[config.mk]
export PLATFORM = sky130hd
export DESIGN_NAME = axi_read_master_flat
export DESIGN_NICKNAME = d
export VERILOG_FILES = /design/src/source/icache_pkg.sv /design/src/source/refill_if.sv /design/src/source/axi_read_master.sv /design/src/flat_wrapper.sv
export VERILOG_INCLUDE_DIRS = /design/src /design/src/source
export SDC_FILE = /design/constraint.sdc
export NUM_CORES = 1
export LEC_CHECK = 0
export BUFFER_PORTS_ARGS = -buffer_cell sky130_fd_sc_hd__clkbuf_2
export CAP_MARGIN = 5
export CORE_UTILIZATION = 44
export CTS_BUF_LIST = sky130_fd_sc_hd__clkbuf_8 sky130_fd_sc_hd__clkbuf_16
export CTS_CLUSTER_SIZE = 28
export DETAILED_ROUTE_END_ITERATION = 7
export GPL_TIMING_DRIVEN = 0
export HOLD_SLACK_MARGIN = 0.12
export PLACE_DENSITY = 0.87
export SYNTH_ARGS = -nofsm -noshare
export SYNTH_HDL_FRONTEND = slang
export SYNTH_SLANG_ARGS = --single-unit
export TNS_END_PERCENT = 100
[constraint.sdc]
create_clock -name clk -period 4.7 [get_ports clk]
set_input_delay 0.705 -clock clk [delete_from_list [all_inputs] [get_ports clk]]
set_output_delay 0.705 -clock clk [all_outputs]
set_load 0.05 [all_outputs]
[src/source/icache_params.svh]
// icache geometry macros

`ifndef ICACHE_PARAMS_SVH
`define ICACHE_PARAMS_SVH

// ==================================================
// address split
// ==================================================
`define ICACHE_ADDR_W      32
`define ICACHE_OFFSET_W    3
`define ICACHE_INDEX_W     8
`define ICACHE_TAG_W       21

// ==================================================
// geometry and payload widths
// ==================================================
`define ICACHE_SETS        256
`define ICACHE_BLOCK_W     64
`define ICACHE_INST_W      32

// AXI read response code for a good beat
`define ICACHE_RESP_OKAY   2'b00

`endif

[src/source/icache_pkg.sv]
// icache shared types

`include "icache_params.svh"

package icache_pkg;

    // ==================================================
    // address fields
    // ==================================================
    typedef logic [`ICACHE_TAG_W-1:0]   tag_t;
    typedef logic [`ICACHE_INDEX_W-1:0] index_t;

    // ==================================================
    // payloads
    // ==================================================
    // one cached block, two instructions
    typedef logic [`ICACHE_BLOCK_W-1:0] block_t;
    typedef logic [`ICACHE_INST_W-1:0]  inst_t;

    // tag store entry
    typedef struct packed {
        logic valid;
        tag_t tag;
    } tag_entry_t;

    // AXI read response
    typedef logic [1:0] resp_t;

endpackage

[src/source/refill_if.sv]
// block refill link

`timescale 1ns/1ps

`include "icache_params.svh"

interface refill_if;

    // request side, one-cycle start with aligned block address
    logic                      start;
    logic [`ICACHE_ADDR_W-1:0] addr;

    // answer side, exactly one done per start
    logic                      done;
    icache_pkg::block_t        data;
    logic                      error;

    modport ctrl (
        output start,
        output addr,
        input  done,
        input  data,
        input  error
    );

    modport master (
        input  start,
        input  addr,
        output done,
        output data,
        output error
    );

endinterface

[src/source/axi_read_master.sv]
// AXI single-beat read master

`timescale 1ns/1ps

`include "icache_params.svh"

module axi_read_master (
    input  logic                      clk,
    input  logic                      rst,

    refill_if.master                  bus,

    // AR channel
    output logic                      ar_valid,
    output logic [`ICACHE_ADDR_W-1:0] ar_addr,
    input  logic                      ar_ready,

    // R channel
    input  logic                      r_valid,
    output logic                      r_ready,
    input  icache_pkg::block_t        r_data,
    input  icache_pkg::resp_t         r_resp
);

    typedef enum logic [1:0] {
        ST_IDLE,
        ST_ADDR,
        ST_WAIT
    } state_t;

    state_t state;
    state_t state_next;

    logic   beat_taken;
    logic   done_q;
    logic   error_q;

    icache_pkg::block_t data_q;

    // ==================================================
    // bus FSM
    // ==================================================
    assign beat_taken = r_valid & r_ready;

    always_comb begin
        state_next = state;
        case (state)
            ST_IDLE: begin
                if (bus.start) begin
                    state_next = ST_ADDR;
                end
            end
            ST_ADDR: begin
                // address stays up until the slave takes it
                if (ar_ready) begin
                    state_next = ST_WAIT;
                end
            end
            ST_WAIT: begin
                if (r_valid) begin
                    state_next = ST_IDLE;
                end
            end
            default: state_next = ST_IDLE;
        endcase
    end

    always_ff @(posedge clk) begin
        if (rst) begin
            state <= ST_IDLE;
        end else begin
            state <= state_next;
        end
    end

    // block address latched at start
    always_ff @(posedge clk) begin
        if ((state == ST_IDLE) && bus.start) begin
            ar_addr <= bus.addr;
        end
    end

    assign ar_valid = (state == ST_ADDR);
    assign r_ready  = (state == ST_WAIT);

    // ==================================================
    // beat capture and done strobe
    // ==================================================
    always_ff @(posedge clk) begin
        if (rst) begin
            done_q <= 1'b0;
        end else begin
            done_q <= beat_taken;
        end
    end

    always_ff @(posedge clk) begin
        if (beat_taken) begin
            data_q  <= r_data;
            error_q <= (r_resp != `ICACHE_RESP_OKAY);
        end
    end

    assign bus.done  = done_q;
    assign bus.data  = data_q;
    assign bus.error = error_q;

endmodule

[src/flat_wrapper.sv]
// flat-port wrapper written by rule: the top's interface ports become plain ports
module axi_read_master_flat 
  (clk, rst, ar_valid, ar_addr, ar_ready, r_valid, r_ready, r_data, r_resp, bus_start, bus_addr, bus_done, bus_data, bus_error);
  refill_if bus_i ();
  input  logic clk;
  input  logic rst;
  output logic ar_valid;
  output logic [`ICACHE_ADDR_W-1:0] ar_addr;
  input  logic ar_ready;
  input  logic r_valid;
  output logic r_ready;
  input  icache_pkg::block_t r_data;
  input  icache_pkg::resp_t r_resp;
  input wire logic [$bits(bus_i.start)-1:0] bus_start;
  input wire logic [$bits(bus_i.addr)-1:0] bus_addr;
  output wire logic [$bits(bus_i.done)-1:0] bus_done;
  output wire logic [$bits(bus_i.data)-1:0] bus_data;
  output wire logic [$bits(bus_i.error)-1:0] bus_error;
  assign bus_i.start = bus_start;
  assign bus_i.addr = bus_addr;
  assign bus_done = bus_i.done;
  assign bus_data = bus_i.data;
  assign bus_error = bus_i.error;
  axi_read_master u_core (.clk(clk), .rst(rst), .bus(bus_i), .ar_valid(ar_valid), .ar_addr(ar_addr), .ar_ready(ar_ready), .r_valid(r_valid), .r_ready(r_ready), .r_data(r_data), .r_resp(r_resp));
endmodule
# Word level (Yosys, flattened, before mapping)
# Index checks and enable logic that the tools add are counted.
# classes
n_bitwise,1
mux,4
n_reduce_logical,4
eq_ne,5
# op_table
op,n
two-way mux 2 bit,3
case mux 2 bit (3 select lines),1
"!= test 2 bit, second input constant",2
AND reduction 3 bit,1
"equality test 2 x 1 -> 1 bit, second input constant",1
"equality test 2 bit, second input constant",1
zero test 2 bit,1
"!= test 2 x 1 -> 1 bit, second input constant",1
nonzero test 2 bit,1
AND 1 bit,1
logical AND 1 bit,1
# totals
input_bits,103
elab_cells,19
output_inout_bits,100
register_bits,100

# Depth between registers and ports, before layout
# Gate-level depths: netlist of the first run.
# depth
depth_word,3
mapped_depth,2
mapped_depth_nobuf,2

# Least setup slack after synthesis of the first run
# No wires, ideal clock.
# synth_timing
kind,input to register
startpoint,in r_valid
endpoint,"reg u_core.data_q[0], in the netlist u_core.bus.data[0], enable pin"
n_path_buf,0
stages,1
arrival_ns,2.289
path_slack_ns,1.980
setup_time_ns,0.431
t_required_ns,4.269
cell_sequence,and3b_1
# synth_via
elab_chain_cells,1
# synth_lines
element,line_no,rtl
start: declaration,flat_wrapper.sv:10,input logic r_valid;
AND 1 bit,axi_read_master.sv:43,assign beat_taken = r_valid & r_ready;
end signal: assignment,axi_read_master.sv:99,data_q <= r_data;
end: declaration,axi_read_master.sv:38,icache_pkg::block_t data_q;
# No other way between the ends.
# A chain may end at the register's enable or synchronous reset.

# Worst setup path in the final report of the first run
# layout_timing
startpoint,reg u_core.state[1]
endpoint,out r_ready
# layout_via
elab_chain_cells,1
# layout_lines
element,line_no,rtl
start: declaration,axi_read_master.sv:31,state_t state;
start signal: assignment,axi_read_master.sv:72,state <= state_next;
equality test 2 bit,axi_read_master.sv:84,assign r_ready = (state == ST_WAIT);
end: declaration,flat_wrapper.sv:11,output logic r_ready;
# No other way between the ends.

==> results of run 1 <==
-- worst max-delay path by stage --
stage          cells after the start                         start  slack (ns)                             to
6_report                           2  u_core.state[1]$_SDFFE_PP0P_        2.75                        r_ready
5_1_grt                            2  u_core.state[0]$_SDFFE_PP0P_        2.67                       ar_valid
4_1_cts                            2  u_core.state[1]$_SDFFE_PP0P_        2.72                        r_ready
3_5_place_dp                       3                       r_valid        2.70  u_core.bus.data[58]$_DFFE_PP_
3_3_place_gp                       2                       r_valid        1.39  u_core.bus.data[19]$_DFFE_PP_
2_1_floorplan                      1                       r_valid        1.98   u_core.bus.data[0]$_DFFE_PP_
-- through the flow --
step / std cells / power (mW)
final: 408 / 1.65
after global routing: 408 / 1.71
after CTS: 408 / 1.67
after detailed placement: 393 / 1.22
after global placement: 391 / 1.21
after floorplan: 112 / 1.15
-- metal layers --
metal / vias up / global-route usage, % / share of wire (%)
met2: 139 / 32.2 / 54
met3: 11 / 8.56 / 12
met1: 882 / 16.8 / 32
li1: 872 / - / -
met4: 0 / 8.63 / 1.9
met5: - / 0 / 0
-- power groups by stage --
stage | clock network [mW] | registers, mW | logic (mW)
2_1_floorplan | 0 | 1.13 | 0.0173
3_3_place_gp | 0 | 1.04 | 0.175
3_5_place_dp | 0 | 1.04 | 0.183
4_1_cts | 0.463 | 1.02 | 0.183
5_1_grt | 0.499 | 1.02 | 0.191
6_report | 0.450 | 1.02 | 0.181
-- kinds of logic (layout without fill, tap and decap cells) --
group | after synthesis | in the layout | synth area share [%]
AOI/OAI and AO/OA | 2 | 2 | 0.575
buffers and inverters | 1 | 220 | 0.123
DFF | 100 | 100 | 97.5
and+or+nand+nor | 9 | 9 | 1.77
-- cell usage after synthesis --
library cell / n
edfxtp_1: 97
dfxtp_1: 3
nand2b_1: 2
nor2_1: 2
nor2b_1: 2
a211oi_1: 1
a32o_1: 1
and2_1: 1
and3b_1: 1
inv_1: 1
or2_2: 1
-- flip-flops by register name, summed over array words and instances (netlist names) --
register / flops
u_core.state: 2
u_core.bus.data: 64
u_core.bus.done: 1
u_core.bus.error: 1
u_core.ar_addr: 32
-- final cells by class --
type,count,area share (%)
flip-flops and latches,100,68.3
repair buffers,204,24.0
clock buffers,9,2.85
well taps,77,2.21
multi-input cells,11,1.73
clock inverters,6,0.776
inverters,1,0.0863
-- critical path, cell delays in order, from the launching register on --
cell and delay, ns:
dfxtp_1 0.41, nor2b_1 0.20, clkbuf_2 0.30
==> results.py, run 1 <==
metrics = {
    "setup_path": {
        "rr_startpoint": "u_core.state[1]$_SDFFE_PP0P_",
        "required_ns": 3.99,
        "setup.worst_path.class": "flop to primary output",
        "ff2ff_setup_slack_ns": 3.08,
        "reg2reg_depth": 2,
        "critPathArrivalTime_ns": 1.24,
        "crit_path_end_kind": "primary output",
        "cp_max_fo": 5,
        "r2r_end": "u_core.bus.data[63]$_DFFE_PP_",
        "worst_setup_path_start_kind": "flop",
    },
    "power": {
        "clkPwrFrac_pct": 27.3,
        "power_density_nw_per_um2": 379,
        "p_int_mw": 1.25,
        "p_leak_nw": 1.89,
        "p_comb_share_pct": 11.0,
        "seq_power_share_pct": 61.7,
        "switching_share_pct": 24.5,
        "power_switching_mw": 0.404,
        "ir_worst_vdd_v": 0.000264,
    },
    "floorplanning": {
        "rows": 29,
        "initial_utilization_pct": 46.7,
        "io_pins": 203,
        "core_area_um2": 6530,
        "dieArea_um2": 7260,
        "fp.dieW_um": 85.2,
        "die_h_um": 85.2,
    },
    "synthesis": {
        "synth_area_leaders": "edfxtp_1, dfxtp_1, nand2b_1, nor2b_1, a32o_1",
        "post_synth_num_cell_types": 11,
        "post_synth.cell_area_avg_um2": 27.2,
        "ys_seq_area_share_pct": 97.5,
        "syn_inst": 112,
        "synth_top_area_share_pct": 95.6,
        "syn_area_um2": 3050,
        "yosysTopAreaCell": "edfxtp_1",
        "ys_warn_count": 0,
        "synth_nets": 215,
        "synth_seq_cells": 100,
    },
    "sta": {
        "tightest_slew_ns": 0.572,
        "worst_slack_ns": 2.75,
        "setup_viol": 0,
        "fin_worst_skew_ns": 0.0101,
        "hold_viol": 0,
        "slew_violations": 0,
        "rsz0062_at_grt": "no",
        "fmax_ghz": 0.513,
        "whs_ns": 0.525,
        "fin_tns_setup_ns": 0,
        "relSlewSlack_pct": 61.8,
        "post-route-min-period_ns": 1.95,
        "finalCritPeriodShare_pct": 41.5,
    },
    "drt": {
        "drtIter0Drc": 60,
        "drc": 0,
        "num_vias": 1904,
        "totalWireLength_mm": 6.36,
        "viasPerCell": 4.67,
        "wire_per_inst_um": 15.6,
        "ant_nets": 0,
        "dr.pass1.iters": 6,
    },
    "finish": {
        "layout_common_cells": "clkbuf_2, edfxtp_1, clkbuf_8, clkinv_2, dfxtp_1",
        "nFillCells": 451,
        "final_util_pct": 66.6,
        "area.growth.synth_to_final_pct": 42.8,
        "multi_input_area_um2": 75.1,
        "antenna_cells": 0,
        "final_area_um2": 4350,
        "drive_gt1_share_pct": 66.8,
        "final_common_cell": "clkbuf_2",
        "seq_area_um2": 2970,
        "nets": 430,
    },
    "clock_tree": {
        "htreeDepth": 3,
        "cts_made_buffers": 9,
        "hold_buffers": 0,
        "cts_resized": 0,
        "cts_setup_buffers": 0,
        "cts_tree": "yes",
        "clockBufferDepth": 2,
        "path_clk_slew_ns": 0.09,
        "cts_root_buffer": "clkbuf_8",
        "clock_latency_ns": 0.35,
        "cts.sinks": 100,
    },
    "job": {
        "maxCapViolCount": 0,
    },
    "hold_path": {
        "whs_endpoint": "u_core.state[0]$_SDFFE_PP0P_",
        "hold_start": "u_core.state[1]$_SDFFE_PP0P_",
        "holdPathStages": 1,
        "min_path_type": "flop to flop",
    },
    "outcome": {
        "status": "complete, no violations",
    },
    "placement": {
        "dp_slack_ns": 2.70,
        "placed_area_um2": 4190,
        "gp_congestion": 0.724,
        "numPortBuffers": 202,
        "dp_hpwl_mm": 4.96,
    },
    "global_route": {
        "grt_max_degree": 46,
        "overflow": 0,
        "grt_pass1_vias": 1884,
        "antenna_found_initial": 0,
        "grt_util_all_layers_pct": 17.8,
        "grt_pass1_wl_mm": 9.12,
    },
}
Note: power is estimated with default switching activity, not from simulation.
==> run 2: changes to the inputs <==
--- a/config.mk
+++ b/config.mk
@@ -6,15 +6,16 @@
 export SDC_FILE = /design/constraint.sdc
 export NUM_CORES = 1
 export LEC_CHECK = 0
+export ABC_AREA = 1
 export BUFFER_PORTS_ARGS = -buffer_cell sky130_fd_sc_hd__clkbuf_2
 export CAP_MARGIN = 5
-export CORE_UTILIZATION = 44
+export CORE_UTILIZATION = 41
 export CTS_BUF_LIST = sky130_fd_sc_hd__clkbuf_8 sky130_fd_sc_hd__clkbuf_16
 export CTS_CLUSTER_SIZE = 28
 export DETAILED_ROUTE_END_ITERATION = 7
 export GPL_TIMING_DRIVEN = 0
 export HOLD_SLACK_MARGIN = 0.12
-export PLACE_DENSITY = 0.87
+export PLACE_DENSITY = 0.82
 export SYNTH_ARGS = -nofsm -noshare
 export SYNTH_HDL_FRONTEND = slang
 export SYNTH_SLANG_ARGS = --single-unit
==> constraint.sdc (replaced) <==
create_clock -name clk -period 1.8 [get_ports clk]
set_input_delay 0.27 -clock clk [delete_from_list [all_inputs] [get_ports clk]]
set_output_delay 0.27 -clock clk [all_outputs]
set_load 0.05 [all_outputs]
==> run 2 against run 1 <==
  * Clock power grew to 3.0 times the previous value
  * Power grew to 2.8 times the previous value
  * Critical path depth grew 1
  * Clock-buffer cell count is the same
  * Non-clock buffer count grew 96
  * Cell area grew 24%
  * Flip-flop and latch count is the same
  * Die area grew 7.4%
  * Via count grew 29%
  * First-iteration DRC count grew 130%
  * Synthesized cell count grew 6.3%
  * Synthesized area grew 0.21%
  * Largest cell class unchanged
  * Largest power group unchanged
==> results.py, run 2 <==
metrics = {
    "clock_tree": {
        "cts_made_buffers": 9,
        "clockBufferDepth": 2,
        "clock_latency_ns": 0.36,
        "path_clk_slew_ns": 0.11,
        "cts_root_buffer": "clkbuf_8",
        "htreeDepth": 3,
        "cts.sinks": 100,
        "cts_setup_buffers": 0,
        "cts_tree": "yes",
    },
    "sta": {
        "fmax_ghz": 0.618,
        "hold_viol": 0,
        "finalCritPeriodShare_pct": 89.9,
        "fin_tns_setup_ns": 0,
        "relSlewSlack_pct": 43.3,
        "tightest_slew_ns": 0.850,
        "fin_worst_skew_ns": 0.0203,
        "slew_violations": 0,
        "rsz0062_at_grt": "no",
        "post-route-min-period_ns": 1.62,
        "worst_slack_ns": 0.182,
        "setup_viol": 0,
    },
    "job": {
        "maxCapViolCount": 0,
    },
    "drt": {
        "ant_nets": 0,
        "dr.pass1.iters": 4,
        "wire_per_inst_um": 17.5,
        "viasPerCell": 4.58,
        "drtIter0Drc": 138,
        "num_vias": 2455,
        "totalWireLength_mm": 9.40,
        "drc": 0,
    },
    "synthesis": {
        "synth_top_area_share_pct": 95.4,
        "synth_nets": 222,
        "syn_inst": 119,
        "ys_warn_count": 0,
        "ys_seq_area_share_pct": 97.3,
        "syn_area_um2": 3050,
        "async_flop_share_pct": 0,
        "post_synth_num_cell_types": 11,
        "synth_seq_cells": 100,
        "yosysTopAreaCell": "edfxtp_1",
        "ys.flop_type": "edfxtp_1",
        "synth_most_common_cell": "edfxtp_1",
        "yosys-top-cells-count": "edfxtp_1, inv_1, nand2_1, nor2_1, dfxtp_1",
        "synth_area_leaders": "edfxtp_1, dfxtp_1, inv_1, nand2_1, nor2_1",
        "post_synth.cell_area_avg_um2": 25.7,
        "synth_edf_count": 97,
    },
    "outcome": {
        "status": "complete, no violations",
    },
    "power": {
        "power_density_nw_per_um2": 861,
        "ir_worst_vdd_v": 0.000907,
        "p_leak_nw": 2.32,
        "p_total_mw": 4.64,
    },
    "global_route": {
        "grt_pass1_vias": 2603,
        "overflow": 0,
        "grt_util_all_layers_pct": 24.2,
        "grt_max_degree": 33,
        "antenna_found_initial": 1,
        "grt_pass1_wl_mm": 13.2,
    },
    "floorplanning": {
        "dieArea_um2": 7800,
        "initial_utilization_pct": 42.3,
        "rows": 31,
        "io_pins": 203,
        "fp.dieW_um": 88.3,
        "core_area_um2": 7210,
        "die_h_um": 88.3,
    },
    "setup_path": {
        "ff2ff_setup_slack_ns": 0.18,
        "cp_max_fo": 32,
        "required_ns": 1.71,
        "crit_path_end_kind": "flop",
        "reg2reg_depth": 3,
        "r2r_end": "u_core.ar_addr[12]$_DFFE_PP_",
        "setup.worst_path.class": "flop to flop",
        "rr_startpoint": "u_core.state[1]$_SDFFE_PP0P_",
        "critPathArrivalTime_ns": 1.53,
        "worst_setup_path_start_kind": "flop",
    },
    "placement": {
        "dp_hpwl_mm": 5.00,
        "dp_slack_ns": -0.0298,
        "gp_congestion": 0.791,
        "numPortBuffers": 202,
    },
    "finish": {
        "drive_gt1_share_pct": 51.6,
        "nets": 534,
        "layout_common_cells": "clkbuf_2, dlygate4sd3_1, edfxtp_1, clkbuf_8, inv_1",
        "final_common_cell": "clkbuf_2",
        "largest_register_ffs": 64,
        "area.growth.synth_to_final_pct": 76.7,
    },
    "hold_path": {
        "min_path_type": "input pin to flop",
        "holdPathStages": 2,
        "hold_start": "r_resp[0]",
        "whs_endpoint": "u_core.bus.error$_DFFE_PP_",
    },
}
run 2: area by class of cell:
type,instances,area (µm²)
Fill cell,434,1820
Multi-Input combinational cell,14,80.1
Inverter,6,26.3
Tap cell,99,124
Clock inverter,7,63.8
Timing Repair Buffer,300,2000
Sequential cell,100,2970
Clock buffer,9,124
Antenna cell,1,2.50
run 2: cells by family after synthesis:
| group | after synthesis | share of synthesized area [%] |
|---|---|---|
| AO/OA/AOI/OAI | 2 | 0.369 |
| buffers and inverters | 6 | 0.737 |
| flip-flops | 100 | 97.3 |
| AND/OR/NAND/NOR | 11 | 1.56 |
run 2: worst max-delay path, cell delays in order (launching register included):
cell and delay (ns):
dfxtp_2 0.39, nor2_1 0.08, nand2_1 0.13, clkinvlp_4 0.56
run 2: routing by layer:
metal  vias to the layer above  GRT usage, %  part of all wire, %
met1                      1176          25.9                   34
li1                       1089             -                    -
met3                        28          7.46                  8.3
met5                         -             0                    0
met2                       162          42.9                   55
met4                         0          12.8                  3.1
run 2: stage by stage:
stage	area, µm²	cells	util [%]	hold WS, ns
after floorplan	3070	119	-	0.335
after global placement	4210	420	58.3	0.447
after detailed placement	4230	421	58.6	0.449
after CTS	5390	535	74.7	0.151
after global routing	5400	536	74.8	0.165
final	5400	536	74.8	0.163
run 2: worst max path at each step:
stage,start,endpoint,cells past startpoint
CTS,u_core.state[1]$_SDFFE_PP0P_,u_core.ar_addr[29]$_DFFE_PP_,3
finish,u_core.state[1]$_SDFFE_PP0P_,u_core.ar_addr[12]$_DFFE_PP_,3
detailed placement,u_core.state[0]$_SDFFE_PP0P_,u_core.bus.data[13]$_DFFE_PP_,4
global placement,u_core.state[0]$_SDFFE_PP0P_,u_core.bus.data[63]$_DFFE_PP_,3
floorplan,u_core.state[0]$_SDFFE_PP0P_,u_core.bus.data[0]$_DFFE_PP_,3
global route,u_core.state[1]$_SDFFE_PP0P_,u_core.ar_addr[2]$_DFFE_PP_,3
run 2: timing repair:
action	in CTS	in global routing
resized for setup	0	1
endpoints found under the setup margin	32	32
gates cloned	1	0
hold endpoints to repair	99	0
hold buffers	97	0
pin swaps	1	0
run 2: power breakdown:
part | internal (mW) | total [mW] | switching [mW] | leakage, nW
clock network | 0.524 | 1.35 | 0.824 | 0.0878
logic | 0.260 | 0.635 | 0.375 | 1.31
registers | 2.63 | 2.66 | 0.0274 | 0.917
total | 3.42 | 4.64 | 1.23 | 2.32
==> run 3: changes to the inputs <==
--- a/config.mk
+++ b/config.mk
@@ -15,7 +15,7 @@
 export DETAILED_ROUTE_END_ITERATION = 7
 export GPL_TIMING_DRIVEN = 0
 export HOLD_SLACK_MARGIN = 0.12
-export PLACE_DENSITY = 0.82
+export PLACE_DENSITY = 0.89
 export SYNTH_ARGS = -nofsm -noshare
 export SYNTH_HDL_FRONTEND = slang
 export SYNTH_SLANG_ARGS = --single-unit
==> constraint.sdc (replaced) <==
create_clock -name clk -period 1.85 [get_ports clk]
set_input_delay 0.2775 -clock clk [delete_from_list [all_inputs] [get_ports clk]]
set_output_delay 0.2775 -clock clk [all_outputs]
set_load 0.05 [all_outputs]
==> run 3 against run 2 <==
  * Utilization grew 0.29 points
  * Maximum frequency shrank 6.6%
  * Setup slack got worse by 0.065 ns
  * Sequential share of layout area decreased by 0.22 points
  * Power is 1.5% higher
  * Critical path depth grew 1
  * Cell area up 0.39%
  * Via count is 3.8% lower
  * Routed wire length is 8.3% lower
  * Largest power group unchanged
==> results.py, run 3 (same netlist as run 2, synthesis figures left out) <==
metrics = {
    "sta": {
        "tightest_slew_ns": 0.778,
        "fin_tns_setup_ns": 0,
        "rsz0062_at_grt": "no",
        "finalCritPeriodShare_pct": 93.7,
        "slew_violations": 0,
        "worst_slack_ns": 0.117,
        "whs_ns": 0.186,
        "fmax_ghz": 0.577,
        "setup_viol": 0,
        "relSlewSlack_pct": 48.0,
        "post-route-min-period_ns": 1.73,
        "fin_worst_skew_ns": 0.0103,
        "hold_viol": 0,
    },
    "setup_path": {
        "cp_max_fo": 39,
        "required_ns": 1.90,
        "setup.worst_path.class": "flop to flop",
        "critPathArrivalTime_ns": 1.78,
        "worst_setup_path_start_kind": "flop",
        "crit_path_end_kind": "flop",
    },
    "placement": {
        "gp_congestion": 0.748,
        "dpl.cell_count": 421,
        "numPortBuffers": 202,
        "dp_slack_ns": 0.0279,
        "placed_area_um2": 4220,
        "dp_hpwl_mm": 4.87,
    },
    "floorplanning": {
        "initial_utilization_pct": 42.3,
        "fp.dieW_um": 88.3,
        "dieArea_um2": 7800,
        "die_h_um": 88.3,
        "rows": 31,
        "io_pins": 203,
        "core_area_um2": 7210,
    },
    "power": {
        "power_density_nw_per_um2": 870,
        "p_total_mw": 4.71,
        "ir_worst_vdd_v": 0.000595,
        "p_leak_nw": 2.33,
    },
    "finish": {
        "layout_common_cells": "clkbuf_2, dlygate4sd3_1, edfxtp_1, clkbuf_8, inv_1",
        "drive_gt1_share_pct": 51.5,
        "antenna_cells": 0,
        "layoutNonFillerInstCount": 534,
        "nets": 533,
        "largest_register_ffs": 64,
        "final_common_cell": "clkbuf_2",
        "final_area_um2": 5420,
        "area.growth.synth_to_final_pct": 77.4,
        "final_util_pct": 75.1,
        "nFillCells": 439,
    },
    "clock_tree": {
        "path_clk_slew_ns": 0.09,
        "htreeDepth": 3,
        "clockBufferDepth": 2,
        "cts_tree": "yes",
        "cts_setup_buffers": 0,
        "cts.sinks": 100,
        "cts_made_buffers": 9,
        "clock_latency_ns": 0.35,
        "cts_root_buffer": "clkbuf_8",
    },
    "global_route": {
        "antenna_found_initial": 0,
        "use_met2_pct": 39.6,
        "overflow": 0,
        "grt_use_met3_pct": 8.68,
        "grt_pass1_vias": 2525,
        "grt_max_degree": 40,
        "grt_util_all_layers_pct": 22.1,
        "busiest_layer": "met2",
        "grt_util_met1_pct": 21.6,
        "grt_pass1_wl_mm": 12.1,
    },
    "drt": {
        "num_vias": 2362,
        "ant_nets": 0,
        "drc": 0,
        "viasPerCell": 4.42,
        "wire_per_inst_um": 16.2,
        "dr.pass1.iters": 4,
        "drtIter0Drc": 108,
        "totalWireLength_mm": 8.63,
    },
    "job": {
        "maxCapViolCount": 0,
    },
    "outcome": {
        "status": "complete, no violations",
    },
    "hold_path": {
        "min_path_type": "input pin to flop",
    },
}
[run 3: repair_timing]
item,CTS,global route
hold endpoints to repair,99,0
gates resized for setup,0,1
hold buffers,97,0
setup endpoints to repair,0,32
[run 3: power breakdown]
part | switching, mW | total [mW] | leakage (nW) | internal, mW
Combinational | 0.353 | 0.606 | 1.31 | 0.253
Clock | 0.755 | 1.53 | 0.105 | 0.772
Sequential | 0.0211 | 2.58 | 0.917 | 2.56
[run 3: critical path, stage by stage (launching register included)]
cell     delay (ns)
dfxtp_1        0.33
inv_2          0.07
nand2_2        0.08
nor2_4         0.62
buf_12         0.31
[run 3: layout make-up]
class	count	area, µm²	share of cell area (%)
tap	99	124	2.29
timing repair buffer	300	2000	37.0
multi-input combinational	13	68.8	1.27
clock inverter	7	98.8	1.82
inverter	6	26.3	0.485
clock buffer	9	124	2.29
sequential	100	2970	54.9
[run 3: layer usage]
layer  vias up  routed length, µm
li1       1080                  -
met1      1117               2880
met2       146               4780
met3        19                759
met4         0                197
met5         -                  0
[run 3: final timing paths]
| check | start | slack, ns | endpoint | cells after the start |
|---|---|---|---|---|
| max reg2reg | u_core.state[0]$_SDFFE_PP0P_ | 0.12 | u_core.bus.error$_DFFE_PP_ | 4 |
| min | r_resp[1] | 0.19 | u_core.bus.error$_DFFE_PP_ | 2 |
| min reg2reg | u_core.state[1]$_SDFFE_PP0P_ | 0.55 | u_core.bus.done$_SDFF_PP0_ | 2 |
| max | u_core.state[0]$_SDFFE_PP0P_ | 0.12 | u_core.bus.error$_DFFE_PP_ | 4 |
