[src/source/icache_params.svh]
// icache geometry macros

`ifndef ICACHE_PARAMS_SVH
`define ICACHE_PARAMS_SVH

// ==================================================
// address split
// ==================================================
`define ICACHE_ADDR_W      32
`define ICACHE_OFFSET_W    3
`define ICACHE_INDEX_W     8
`define ICACHE_TAG_W       21

// ==================================================
// geometry and payload widths
// ==================================================
`define ICACHE_SETS        256
`define ICACHE_BLOCK_W     64
`define ICACHE_INST_W      32

// AXI read response code for a good beat
`define ICACHE_RESP_OKAY   2'b00

`endif

[src/source/icache_pkg.sv]
// icache shared types

`include "icache_params.svh"

package icache_pkg;

    // ==================================================
    // address fields
    // ==================================================
    typedef logic [`ICACHE_TAG_W-1:0]   tag_t;
    typedef logic [`ICACHE_INDEX_W-1:0] index_t;

    // ==================================================
    // payloads
    // ==================================================
    // one cached block, two instructions
    typedef logic [`ICACHE_BLOCK_W-1:0] block_t;
    typedef logic [`ICACHE_INST_W-1:0]  inst_t;

    // tag store entry
    typedef struct packed {
        logic valid;
        tag_t tag;
    } tag_entry_t;

    // AXI read response
    typedef logic [1:0] resp_t;

endpackage

[src/source/refill_if.sv]
// block refill link

`timescale 1ns/1ps

`include "icache_params.svh"

interface refill_if;

    // request side, one-cycle start with aligned block address
    logic                      start;
    logic [`ICACHE_ADDR_W-1:0] addr;

    // answer side, exactly one done per start
    logic                      done;
    icache_pkg::block_t        data;
    logic                      error;

    modport ctrl (
        output start,
        output addr,
        input  done,
        input  data,
        input  error
    );

    modport master (
        input  start,
        input  addr,
        output done,
        output data,
        output error
    );

endinterface

[src/source/icache_ctrl.sv]
// icache lookup and refill control

`timescale 1ns/1ps

`include "icache_params.svh"

module icache_ctrl (
    input  logic                      clk,
    input  logic                      rst,

    // fetch side
    input  logic                      fetch_req,
    input  logic [`ICACHE_ADDR_W-1:0] fetch_pc,
    input  logic                      flush,
    output logic                      inst_valid,
    output icache_pkg::inst_t         inst,
    output logic                      inst_error,
    output logic                      busy,

    refill_if.ctrl                    refill,

    // lookup, shared by all four stores
    output logic                      rd_en,
    output icache_pkg::index_t        rd_index,
    input  icache_pkg::tag_entry_t    tag0_rd_entry,
    input  icache_pkg::tag_entry_t    tag1_rd_entry,
    input  icache_pkg::block_t        data0_rd_entry,
    input  icache_pkg::block_t        data1_rd_entry,

    // fill, tag and data of one way written together
    output logic                      way0_wr_en,
    output logic                      way1_wr_en,
    output icache_pkg::index_t        wr_index,
    output icache_pkg::tag_entry_t    tag_wr_entry,
    output icache_pkg::block_t        data_wr_entry
);

    logic [`ICACHE_ADDR_W-1:0] pc_q;
    logic                      req_q;
    logic                      hit_q;
    logic                      start_q;
    logic                      pending;
    logic                      discard;
    logic [`ICACHE_SETS-1:0]   repl;

    icache_pkg::tag_t   pc_tag;
    icache_pkg::index_t pc_index;
    logic               pc_hi;
    logic               hit0;
    logic               hit1;
    logic               lookup_hit;
    logic               victim;
    logic               fill;
    logic               refill_resp;
    icache_pkg::block_t hit_block;
    icache_pkg::inst_t  hit_inst_q;

    // picks the word of a block named by pc bit 2
    function automatic icache_pkg::inst_t pick_half(input icache_pkg::block_t blk,
                                                    input logic hi);
        if (hi) begin
            return blk[`ICACHE_BLOCK_W-1:`ICACHE_INST_W];
        end
        return blk[`ICACHE_INST_W-1:0];
    endfunction

    // ==================================================
    // stage 1: request register and store read
    // ==================================================
    assign rd_en    = fetch_req;
    assign rd_index = fetch_pc[`ICACHE_OFFSET_W +: `ICACHE_INDEX_W];

    always_ff @(posedge clk) begin
        if (fetch_req) begin
            pc_q <= fetch_pc;
        end
    end

    always_ff @(posedge clk) begin
        if (rst) begin
            req_q <= 1'b0;
        end else begin
            req_q <= fetch_req;
        end
    end

    assign pc_tag   = pc_q[`ICACHE_ADDR_W-1 -: `ICACHE_TAG_W];
    assign pc_index = pc_q[`ICACHE_OFFSET_W +: `ICACHE_INDEX_W];
    assign pc_hi    = pc_q[`ICACHE_OFFSET_W-1];

    // ==================================================
    // stage 2: compare and hit response
    // ==================================================
    assign hit0       = tag0_rd_entry.valid && (tag0_rd_entry.tag == pc_tag);
    assign hit1       = tag1_rd_entry.valid && (tag1_rd_entry.tag == pc_tag);
    assign lookup_hit = hit0 | hit1;
    assign hit_block  = hit0 ? data0_rd_entry : data1_rd_entry;

    always_ff @(posedge clk) begin
        if (rst) begin
            hit_q   <= 1'b0;
            start_q <= 1'b0;
        end else begin
            // a flush drops the request still in lookup
            hit_q   <= req_q & lookup_hit & ~flush;
            start_q <= req_q & ~lookup_hit & ~flush;
        end
    end

    always_ff @(posedge clk) begin
        if (req_q) begin
            hit_inst_q <= pick_half(hit_block, pc_hi);
        end
    end

    // ==================================================
    // refill tracking
    // ==================================================
    assign refill.start = start_q;
    assign refill.addr  = {pc_q[`ICACHE_ADDR_W-1:`ICACHE_OFFSET_W], {`ICACHE_OFFSET_W{1'b0}}};

    always_ff @(posedge clk) begin
        if (rst) begin
            pending <= 1'b0;
            discard <= 1'b0;
        end else if (refill.done) begin
            pending <= 1'b0;
            discard <= 1'b0;
        end else begin
            if (req_q && !lookup_hit && !flush) begin
                pending <= 1'b1;
            end
            // answer is thrown away but the line still fills
            if (pending && flush) begin
                discard <= 1'b1;
            end
        end
    end

    // one replacement bit per set, flips on each good fill
    assign victim = repl[pc_index];
    assign fill   = refill.done & ~refill.error;

    always_ff @(posedge clk) begin
        if (rst) begin
            repl <= '0;
        end else if (fill) begin
            repl[pc_index] <= ~repl[pc_index];
        end
    end

    assign way0_wr_en    = fill & ~victim;
    assign way1_wr_en    = fill & victim;
    assign wr_index      = pc_index;
    assign tag_wr_entry  = '{valid: 1'b1, tag: pc_tag};
    assign data_wr_entry = refill.data;

    // ==================================================
    // response merge
    // ==================================================
    assign refill_resp = refill.done & pending & ~discard;

    assign inst_valid = hit_q | refill_resp;
    assign inst       = refill_resp ? pick_half(refill.data, pc_hi) : hit_inst_q;
    assign inst_error = refill_resp & refill.error;

    // low again in the cycle of the response
    assign busy = req_q | (pending & ~refill.done);

endmodule

[src/flat_wrapper.sv]
// flat-port wrapper written by rule: the top's interface ports become plain ports
module icache_ctrl_flat 
  (clk, rst, fetch_req, fetch_pc, flush, inst_valid, inst, inst_error, busy, rd_en, rd_index, tag0_rd_entry, tag1_rd_entry, data0_rd_entry, data1_rd_entry, way0_wr_en, way1_wr_en, wr_index, tag_wr_entry, data_wr_entry, refill_start, refill_addr, refill_done, refill_data, refill_error);
  refill_if refill_i ();
  input  logic clk;
  input  logic rst;
  input  logic fetch_req;
  input  logic [`ICACHE_ADDR_W-1:0] fetch_pc;
  input  logic flush;
  output logic inst_valid;
  output icache_pkg::inst_t inst;
  output logic inst_error;
  output logic busy;
  output logic rd_en;
  output icache_pkg::index_t rd_index;
  input  icache_pkg::tag_entry_t tag0_rd_entry;
  input  icache_pkg::tag_entry_t tag1_rd_entry;
  input  icache_pkg::block_t data0_rd_entry;
  input  icache_pkg::block_t data1_rd_entry;
  output logic way0_wr_en;
  output logic way1_wr_en;
  output icache_pkg::index_t wr_index;
  output icache_pkg::tag_entry_t tag_wr_entry;
  output icache_pkg::block_t data_wr_entry;
  output wire logic [$bits(refill_i.start)-1:0] refill_start;
  output wire logic [$bits(refill_i.addr)-1:0] refill_addr;
  input wire logic [$bits(refill_i.done)-1:0] refill_done;
  input wire logic [$bits(refill_i.data)-1:0] refill_data;
  input wire logic [$bits(refill_i.error)-1:0] refill_error;
  assign refill_start = refill_i.start;
  assign refill_addr = refill_i.addr;
  assign refill_i.done = refill_done;
  assign refill_i.data = refill_data;
  assign refill_i.error = refill_error;
  icache_ctrl u_core (.clk(clk), .rst(rst), .fetch_req(fetch_req), .fetch_pc(fetch_pc), .flush(flush), .inst_valid(inst_valid), .inst(inst), .inst_error(inst_error), .busy(busy), .refill(refill_i), .rd_en(rd_en), .rd_index(rd_index), .tag0_rd_entry(tag0_rd_entry), .tag1_rd_entry(tag1_rd_entry), .data0_rd_entry(data0_rd_entry), .data1_rd_entry(data1_rd_entry), .way0_wr_en(way0_wr_en), .way1_wr_en(way1_wr_en), .wr_index(wr_index), .tag_wr_entry(tag_wr_entry), .data_wr_entry(data_wr_entry));
endmodule
[config.mk]
export PLATFORM = sky130hd
export DESIGN_NAME = icache_ctrl_flat
export DESIGN_NICKNAME = d
export VERILOG_FILES = /design/src/source/icache_pkg.sv /design/src/source/refill_if.sv /design/src/source/icache_ctrl.sv /design/src/flat_wrapper.sv
export VERILOG_INCLUDE_DIRS = /design/src /design/src/source
export SDC_FILE = /design/constraint.sdc
export NUM_CORES = 1
export LEC_CHECK = 0
export BUFFER_PORTS_ARGS = -buffer_cell sky130_fd_sc_hd__buf_2
export CORE_ASPECT_RATIO = 0.5
export CORE_MARGIN = 4
export CORE_UTILIZATION = 40
export CTS_CLUSTER_SIZE = 14
export DETAILED_ROUTE_END_ITERATION = 12
export PLACE_DENSITY = 0.6
export SLEW_MARGIN = 20
export SYNTH_ARGS = -nofsm -noshare
export SYNTH_HDL_FRONTEND = slang
export SYNTH_SLANG_ARGS = --single-unit
export TNS_END_PERCENT = 10
[constraint.sdc]
create_clock -name clk -period 2.9 [get_ports clk]
set_input_delay 0.29 -clock clk [delete_from_list [all_inputs] [get_ports clk]]
set_output_delay 0.29 -clock clk [all_outputs]
set_load 0.01 [all_outputs]
# Yosys cells after proc, flatten, opt, wreduce, memory -nomap -nowiden
# Cells that the tools add are included.
dict set report word_totals {
  regBits 325
  output_inout_bits 173
}
dict set report op_classes {
  magnitude_cmp 2
  eq_ne 2
  n_mux 13
  n_bitwise 20
  n_reduce_logical 9
}
# operator n
set ops {}
lappend ops {{256-bit bitwise mux} 1}
lappend ops {{32-bit two-way mux} 5}
lappend ops {{64-bit two-way mux} 1}
lappend ops {{21-bit == test} 2}
lappend ops {{1-bit AND} 11}
lappend ops {{8-bit by 9-bit less-than comparator with 1-bit output (second input constant)} 1}
lappend ops {{1-bit binary-select mux with 8-bit select} 1}
lappend ops {{1-bit demux with 8-bit select} 1}
lappend ops {{8-bit by 1-bit >= comparator with 1-bit output (second input constant)} 1}
lappend ops {{1-bit logical AND} 6}
lappend ops {{1-bit inverter} 6}
lappend ops {{1-bit two-way mux} 4}
lappend ops {{1-bit OR} 3}
lappend ops {{1-bit logical NOT} 2}
lappend ops {{2-bit OR reduction} 1}

# Longest topological paths before layout
# Gate-level depths: netlist (run 1).
dict set report logic_depth {
  depth_word 6
  mapped_depth 11
  depth_no_buf 7
}

# Least setup slack after synthesis (run 1)
# Ideal clock, no wire load.
dict set report synth_path {
  path_kind {flip-flop to output port}
  startpoint {reg u_core.pc_q[3]}
  endpoint {out way0_wr_en}
  arrival_ps 2303
  t_required_ps 2610
  path_slack_ps 307
  path_stages_with_launch 11
  path_buffers 4
  path_cell_list {edfxtp_1 buf_6 buf_6 buf_6 mux4_2 mux2i_1 a221oi_1 a22oi_1 buf_2 o211ai_1 a21oi_1}
}
dict set report synth_via {
  elab_chain_len 4
}
# item line
set synth_lines {}
lappend synth_lines {{start, declared} icache_ctrl.sv:38} ;# logic [`ICACHE_ADDR_W-1:0] pc_q;
lappend synth_lines {{start signal, assigned} icache_ctrl.sv:75} ;# pc_q <= fetch_pc;
lappend synth_lines {{1-bit binary-select mux with 8-bit select} icache_ctrl.sv:141} ;# assign victim = repl[pc_index];
lappend synth_lines {{1-bit two-way mux (not written as such)} icache_ctrl.sv:141}
lappend synth_lines {{1-bit inverter} icache_ctrl.sv:152} ;# assign way0_wr_en = fill & ~victim;
lappend synth_lines {{1-bit AND} icache_ctrl.sv:152}
lappend synth_lines {{end, declared} flat_wrapper.sv:20} ;# output logic way0_wr_en;
# Every way passes these cells. The select of a mux whose other input is x is not followed.

# Worst setup path after layout (run 1)
dict set report layout_path {
  startpoint {reg u_core.pc_q[4]}
  endpoint {out way1_wr_en}
}
dict set report layout_via {
  elab_chain_len 3
}
# item line
set layout_lines {}
lappend layout_lines {{1-bit binary-select mux with 8-bit select} icache_ctrl.sv:141}
lappend layout_lines {{1-bit two-way mux (not written as such)} icache_ctrl.sv:141}
lappend layout_lines {{1-bit AND} icache_ctrl.sv:153} ;# assign way1_wr_en = fill & victim;
lappend layout_lines {{end, declared} flat_wrapper.sv:21} ;# output logic way1_wr_en;
# Every way passes these cells. The select of a mux whose other input is x is not followed.

==> metrics.yaml, run 1 <==
status:
  status: "finished, violations left"
  violations: "setup timing"
synth:
  synth_top_area_cell: "dfxtp_1"
  synth_top_area_share_pct: 29.50
  synth_adder_area_share_pct: 0
  synth_xor_xnor_area_share_pct: 2.077
  netlist_instances: 1717
  synthMuxAreaShare_pct: 14.61
  yosys-top-cells-area: "dfxtp_1, mux4_2, edfxtp_1, a311oi_2, a21oi_1"
  yosysWarningCount: 0
  yosysUniqueCellTypes: 45
  ys_seq_area_share_pct: 40.01
  synth_commonest_cells: "a21oi_1, dfxtp_1, o21ai_0"
  synth_top_family_by_area: "compound AO/OA/AOI/OAI gates"
  syn_area_um2: 17710
  synthSimpleGateAreaFrac_pct: 8.222
  ys_ff_latch: 323
  synth_edf_count: 62
  synth_ff_type: "dfxtp_1"
  synth.most_common_cell: "a21oi_1"
  synth_compound_area_share_pct: 24.36
  async_flop_share_pct: 0
  syn_avg_cell_area_um2: 10.32
placed_design:
  gp_congestion: 0.8583
  pre_cts_slack_ps: 21.10
  place.port_buffers: 440
  hpwl_mm: 45.20
clock_tree:
  cts-root-buf: "clkbuf_16"
  cts_tree: "yes"
  htree_levels: 2
  clock_latency_ps: 530
  cts_made_buffers: 34
  cts_buffer_depth: 3
  clock-sinks: 323
  clkTransAtPathRegs_ps: 60
timing:
  setup_viol: 2
  fmax_mhz: 297.9
  fin_crit_ps: 3357
  rsz0062_at_grt: "yes"
  finalHoldViolCount: 0
  fin_skew_ps: 20.68
  slew_viol_final: 0
  fin_crit_sh_pct: 115.7
  slew_headroom_pct: 47.79
  setup_tns_ps: -903.6
  tightest_slew_ps: 780.9
  worst_slack_ps: -456.6
floorplan:
  initial_core_util_pct: 40.58
  die_w_um: 305.6
  std_cell_rows: 54
  die_area_um2: 47920
  core_um2: 43650
  die_h_um: 156.8
  io_pins: 447
critical_path:
  cp_data_required_time_ps: 2610
  worstPathMaxFanout: 12
  path_class: "register to primary output"
  cp.arrival_ps: 3070
  end_kind: "primary output"
  start_kind: "register"
global_route:
  overflow: 0
  grt_pass1_vias: 14740
  track_usage_pct: 25.18
  grt_pass1_wl_mm: 93.91
  antenna_found_initial: 28
  grt_max_degree: 119
drt:
  wl_per_cell_um: 24.49
  drtIter0Drc: 2062
  ant_nets: 0
  viasPerCell: 5.923
  finalWirelength_mm: 65.27
  first_pass_iters: 5
  drc_errors: 0
  vias: 15780
power:
  p_per_area_nw_per_um2: 498.9
  cellLeakagePower_nw: 7.844
  max-vdd-ir-drop_mv: 0.3390
cells_and_area:
  layout.nets: 2312
  drive_gt1_share_pct: 42.14
  final_core_util_pct: 49.89
  syn2layout_area_growth_pct: 22.94
  nFillCells: 3991
worst_hold_path:
  hp-class: "input port to register"
flow_run:
  cap_violations: 0
-- layer usage --
layer	part of all wire, %	vias to the layer above	track usage, %
li1	-	7086	-
met1	42	7799	34.69
met2	46	761	40.53
met3	8.5	132	4.314
met4	3.2	6	8.402
met5	0.12	-	0
-- final cells by class --
type	count	area (um2)	area share (%)
multi-input combinational	1080	8901	40.88
sequential	323	7088	32.55
timing repair buffer	593	3895	17.89
clock buffer	55	1062	4.878
tap	588	735.7	3.379
antenna	15	37.54	0.1724
clock inverter	5	33.78	0.1551
inverter	6	22.52	0.1034
-- layout by cell type, fill, tap and decap left out, types with 7 or more instances in the layout --
| cell type | Yosys | routed |
|---|---|---|
| a21oi_1 | 264 | 261 |
| a221oi_1 | 12 | 10 |
| a311oi_1 | 8 | 8 |
| a311oi_2 | 120 | 120 |
| buf_12 | 0 | 27 |
| buf_2 | 22 | 439 |
| buf_4 | 149 | 87 |
| clkbuf_1 | 116 | 10 |
| clkbuf_16 | 0 | 40 |
| clkbuf_8 | 0 | 9 |
| dfxtp_1 | 261 | 260 |
| diode_2 | 0 | 15 |
| dlygate4sd3_1 | 0 | 30 |
| edfxtp_1 | 62 | 62 |
| mux2i_1 | 56 | 55 |
| mux4_2 | 90 | 90 |
| nand2_1 | 57 | 57 |
| nand3_1 | 147 | 145 |
| nand4_1 | 9 | 9 |
| nor2_1 | 32 | 17 |
| nor2_2 | 1 | 16 |
| nor3_1 | 15 | 7 |
| nor3_2 | 0 | 8 |
| nor4_1 | 10 | 9 |
| o21ai_0 | 165 | 164 |
| xnor2_1 | 22 | 22 |
| xor2_1 | 20 | 20 |
-- registers in the layout, indices dropped and copies added (netlist names) --
signal               flops
u_core.discard           1
u_core.req_q             1
u_core.pending           1
u_core.repl            256
u_core.pc_q             30
u_core.hit_inst_q       32
u_core.hit_q             1
u_core.refill.start      1
-- per-stage QoR --
stage,total power [mW],cells,instance area [um2],hold slack [ps]
5_1_grt,11.21,2662,21770,6.484
4_1_cts,10.84,2638,21470,10.02
6_report,10.86,2665,21780,20.93
3_3_place_gp,6.417,2547,20040,458.0
3_5_place_dp,6.425,2547,20040,466.2
2_1_floorplan,5.829,1719,17720,369.3
-- report_power, final --
group	switching [mW]	internal, mW	leakage, nW
clock	1.88	2.51	0.533
combinational	1.03	0.715	4.62
sequential	0.0672	4.65	2.70
total	2.99	7.88	7.84
-- worst max-delay path: stages, from the launching register on --
cell	delay (ps)
edfxtp_1	480
buf_12	210
buf_4	130
mux4_2	500
o221ai_1	190
a21oi_1	110
a22oi_2	270
nor2b_1	160
o21ai_1	110
and3_1	200
buf_2	140
-- cell families (layout without fill, tap and decap cells) --
| kind of cell | count (synthesis) | after routing |
|---|---|---|
| flip-flops | 323 | 323 |
| buffers and inverters | 316 | 659 |
| other | 2 | 19 |
| AND/OR/NAND/NOR | 297 | 297 |
| multiplexers | 146 | 146 |
| AO/OA/AOI/OAI | 591 | 591 |
| XOR/XNOR | 42 | 42 |
-- final timing paths --
path                    start                to  slack [ps]  depth (start not counted)
min               refill_done    u_core.pending          20                          2
max reg2reg    u_core.pc_q[4]  u_core.repl[243]          20                         11
max            u_core.pc_q[4]        way1_wr_en        -460                         10
min reg2reg  u_core.repl[151]  u_core.repl[151]         470                          2
-- repair_timing --
item,4_1_cts,5_1_grt
setup buffers,1,8
hold endpoints to repair,30,0
gates cloned,0,4
gates resized for setup,5,17
hold buffers,30,0
setup endpoints to repair,2,149
pin swaps,2,1
Note: power is estimated with default switching activity, not from simulation.
==> inputs of run 2 (changes only) <==
--- a/config.mk
+++ b/config.mk
@@ -6,13 +6,15 @@
 export SDC_FILE = /design/constraint.sdc
 export NUM_CORES = 1
 export LEC_CHECK = 0
+export ABC_AREA = 1
 export BUFFER_PORTS_ARGS = -buffer_cell sky130_fd_sc_hd__buf_2
 export CORE_ASPECT_RATIO = 0.5
 export CORE_MARGIN = 4
 export CORE_UTILIZATION = 40
 export CTS_CLUSTER_SIZE = 14
 export DETAILED_ROUTE_END_ITERATION = 12
-export PLACE_DENSITY = 0.6
+export PLACE_DENSITY = 0.59
+export SETUP_SLACK_MARGIN = 0.2
 export SLEW_MARGIN = 20
 export SYNTH_ARGS = -nofsm -noshare
 export SYNTH_HDL_FRONTEND = slang
==> metrics.yaml, run 2 <==
critical_path:
  crit_top_cell: "nand2_1"
  rr_worst_depth: 20  # was 11
  cp_data_required_time_ps: 2610  # about the same
  worstPathMaxFanout: 8  # was 12
  cp_top_family: "simple AND/OR/NAND/NOR gates"  # was compound AO/OA/AOI/OAI gates
  slowest_delay_ps: 400  # was 500 ps
  path_buf_inv: 6  # was 3
  slowest_stage: "edfxtp_1"  # was mux4_2
  start_kind: "register"  # unchanged
  r2r-end: "u_core.repl[74]"  # was u_core.repl[243]
  ff2ff_setup_slack_ps: 90  # was 20 ps
  path_class: "register to primary output"  # unchanged
  r2r-start: "u_core.pc_q[3]"  # was u_core.pc_q[4]
  crit_chain: "buf_12, clkinv_16, buf_12, buf_16, nand2_2, nand2_1, nand2_1, nand2_1, nand2_1, nand2_1, nor2_2, nor2_2, nor2_1, nand2_1, nand2_1, nand2_2, nor3_2, buf_4, buf_6"  # was buf_12, buf_4, mux4_2, o221ai_1, a21oi_1, a22oi_2, nor2b_1, o21ai_1, and3_1, buf_2
  end_kind: "primary output"  # unchanged
  cp.arrival_ps: 2840  # was 3070 ps
clock_tree:
  cts_buffer_depth: 3  # unchanged
  clock_latency_ps: 550  # was 530 ps
  cts-root-buf: "clkbuf_16"  # unchanged
  clkTransAtPathRegs_ps: 70  # was 60 ps
  htree_levels: 2  # unchanged
  clock-sinks: 323  # unchanged
  cts_tree: "yes"  # unchanged
  cts_made_buffers: 34  # unchanged
timing:
  fin_crit_ps: 3132  # was 3357 ps
  whs_ps: 40.02  # was 20.93 ps
  worst_slack_ps: -232.1  # was -456.6 ps
  rsz0062_at_grt: "yes"  # unchanged
  finalHoldViolCount: 0  # unchanged
  fin_skew_ps: 27.98  # was 20.68 ps
  setup_viol: 2  # unchanged
  fin_crit_sh_pct: 108.0  # was 115.7%
  slew_viol_final: 0  # unchanged
  fmax_mhz: 319.3  # was 297.9 MHz
  tightest_slew_ps: 914.0  # was 780.9 ps
  slew_headroom_pct: 39.00  # was 47.79%
synth:
  synth_top_area_share_pct: 26.96  # was 29.50%
  synth_compound_area_share_pct: 11.34  # was 24.36%
  yosys-top-cells-area: "dfxtp_1, nor2_1, nand2_1, edfxtp_1, inv_1"  # was dfxtp_1, mux4_2, edfxtp_1, a311oi_2, a21oi_1
  synth_edf_count: 62  # unchanged
  ys_seq_area_share_pct: 36.56  # was 40.01%
  synth_commonest_cells: "nor2_1, nand2_1, inv_1"  # was a21oi_1, dfxtp_1, o21ai_0
  ys_ff_latch: 323  # unchanged
  synth_adder_area_share_pct: 0  # unchanged
  synthMuxAreaShare_pct: 0  # was 14.61%
  synth_xor_xnor_area_share_pct: 0.3615  # was 2.077%
  synth.most_common_cell: "nor2_1"  # was a21oi_1
  synth_top_family_by_area: "simple AND/OR/NAND/NOR gates"  # was compound AO/OA/AOI/OAI gates
  syn_area_um2: 19380  # was 17,710 um2
  synthSimpleGateAreaFrac_pct: 34.75  # was 8.222%
  netlist_instances: 3213  # was 1,717
  syn_avg_cell_area_um2: 6.033  # was 10.32 um2
  yosysWarningCount: 0  # unchanged
  yosysUniqueCellTypes: 31  # was 45
  synth_ff_type: "dfxtp_1"  # unchanged
  synth_top_area_cell: "dfxtp_1"  # unchanged
  async_flop_share_pct: 0  # unchanged
cells_and_area:
  final_design_area_no_fill_um2: 23570  # was 21,780 um2
  nFillCells: 4916  # was 3,991
  multiInputGateArea_um2: 9173  # was 8901 um2
  seqCellArea_um2: 7088  # unchanged
  mostFrequentLayoutCells: "nor2_1, nand2_1, buf_2, inv_1, o21ai_0"  # was buf_2, a21oi_1, dfxtp_1, o21ai_0, nand3_1
  largest_reg_flops: 256  # unchanged
  syn2layout_area_growth_pct: 21.59  # was 22.94%
  layout.nets: 3785  # was 2,312
  final_common_cell: "nor2_1"  # was buf_2
  largest_register: "u_core.repl"  # unchanged
  drive_gt1_share_pct: 18.27  # was 42.14%
  fin_cells: 4178  # was 2,665
  reg.largest.list: "u_core.repl (256), u_core.hit_inst_q (32), u_core.pc_q (30)"  # unchanged
worst_hold_path:
  holdPathEnd: "u_core.hit_q"  # was u_core.pending
  hp-class: "input port to register"  # unchanged
  holdPathStages: 4  # was 2
  hold_path_startpoint: "flush"  # was refill_done
drt:
  ant_nets: 0  # unchanged
  drtIter0Drc: 1897  # was 2,062
  wl_per_cell_um: 16.98  # was 24.49 um
  viasPerCell: 4.867  # was 5.923
  vias: 20330  # was 15,780
  drc_errors: 0  # unchanged
  first_pass_iters: 5  # unchanged
  finalWirelength_mm: 70.95  # was 65.27 mm
power:
  cellLeakagePower_nw: 10.31  # was 7.844 nW
  p_per_area_nw_per_um2: 453.0  # was 498.9 nW/um2
  max-vdd-ir-drop_mv: 0.2746  # was 0.3390 mV
  power_mw: 10.68  # was 10.86 mW
floorplan:
  initial_core_util_pct: 40.92  # was 40.58%
  die_w_um: 319.3  # was 305.6 um
  io_pins: 447  # unchanged
  die_area_um2: 52260  # was 47,920 um2
  die_h_um: 163.7  # was 156.8 um
  std_cell_rows: 56  # was 54
  core_um2: 47370  # was 43,650 um2
placed_design:
  gp_congestion: 0.8993  # was 0.8583
  placed_cells: 4062  # was 2,547
  place_area_um2: 21520  # was 20,040 um2
  place.port_buffers: 440  # unchanged
  hpwl_mm: 47.97  # was 45.20 mm
global_route:
  antenna_found_initial: 9  # was 28
  grt_pass1_wl_mm: 106.2  # was 93.91 mm
  overflow: 0  # unchanged
  track_usage_pct: 25.76  # was 25.18%
  grt_max_degree: 103  # was 119
  grt_pass1_vias: 18410  # was 14,740
flow_run:
  cap_violations: 0  # unchanged
status:
  violations: "setup timing"  # unchanged
  status: "finished, violations left"  # unchanged
==> run 2: cell count changes in the layout (fill, tap and decap cells not counted), sizes merged, moves of 19 or more <==
| cell | delta |
|---|---|
| inv | +409 |
| o21ai | +134 |
| a311oi | -128 |
| a21oi | -230 |
| buf | -36 |
| o211ai | +31 |
| nand3 | -118 |
| mux4 | -90 |
| nand2 | +739 |
| nor2 | +860 |
| mux2i | -56 |
| xnor2 | -19 |
| a31oi | +31 |
==> run 2: logic make-up after synthesis <==
family	count (synthesis)
other	2
AND/OR/NAND/NOR	1758
AO/OA/AOI/OAI	410
flip-flops	323
buffers and inverters	712
XOR/XNOR	8
==> run 2: through the flow <==
| step | worst slack (ps) | util (%) | setup TNS, ps |
|---|---|---|---|
| after floorplan | 450.2 | - | 0 |
| after global placement | 120.9 | 45.44 | 0 |
| after detailed placement | 125.4 | 45.44 | 0 |
| after CTS | -180.1 | 49.45 | -250.8 |
| after global routing | -359.6 | 49.76 | -3163 |
| final | -232.1 | 49.76 | -359.5 |
==> run 2: cell type report <==
cell class              count  area share, %
flip-flops and latches    323          30.07
diodes                      5        0.05309
repair inverters            1        0.04778
repair buffers            559          16.06
multi-input cells        2180          38.92
clock buffers              47          4.385
clock inverters            13         0.3557
well taps                 638          3.387
inverters                 412          6.716
==> run 2: worst max path at each step <==
stage,start,endpoint,depth (start not counted)
finish,u_core.pc_q[3],way0_wr_en,19
global route,u_core.pc_q[3],way0_wr_en,19
detailed placement,u_core.pc_q[3],u_core.repl[204],19
floorplan,u_core.pc_q[3],way1_wr_en,17
CTS,u_core.pc_q[3],way0_wr_en,19
global placement,u_core.pc_q[3],u_core.repl[204],19
==> run 2: per-layer routing <==
layer | track usage (%) | up-vias | share of wire (%)
li1 | - | 10250 | -
met1 | 35.21 | 9326 | 45
met2 | 41.52 | 644 | 45
met3 | 3.975 | 110 | 7.1
met4 | 9.245 | 2 | 3.4
met5 | 0 | - | 0.018
==> run 2: worst register-to-register path, stage by stage, from the launching register on <==
cell and delay (ps):
edfxtp_1 430, buf_12 190, buf_4 160, nor2_4 170, buf_6 170, nand2_1 50
nand3_1 80, nand2_1 60, nand2_1 120, nor2_1 70, nor2_1 140, nor2_1 60
nand2_1 50, nand2_1 50, nand2_2 100, nor2_4 60, buf_6 140, bufbuf_16 280
buf_4 160, nor2_1 100, nor2_1 50
==> run 2: timing repair <==
action | CTS | global route
endpoints found under the setup margin | 131 | 258
endpoints found under the hold margin | 32 | 0
buffers inserted | 8 | 1
pin swaps | 9 | 20
hold buffers | 31 | 0
gates resized for setup | 52 | 22
cloned | 8 | 3
==> run 2: power by group <==
group          leakage (nW)  internal, mW  switching, mW
combinational          7.05         0.563          0.923
sequential             2.70          4.65         0.0665
clock                 0.563          2.51           1.96
total                  10.3          7.73           2.95
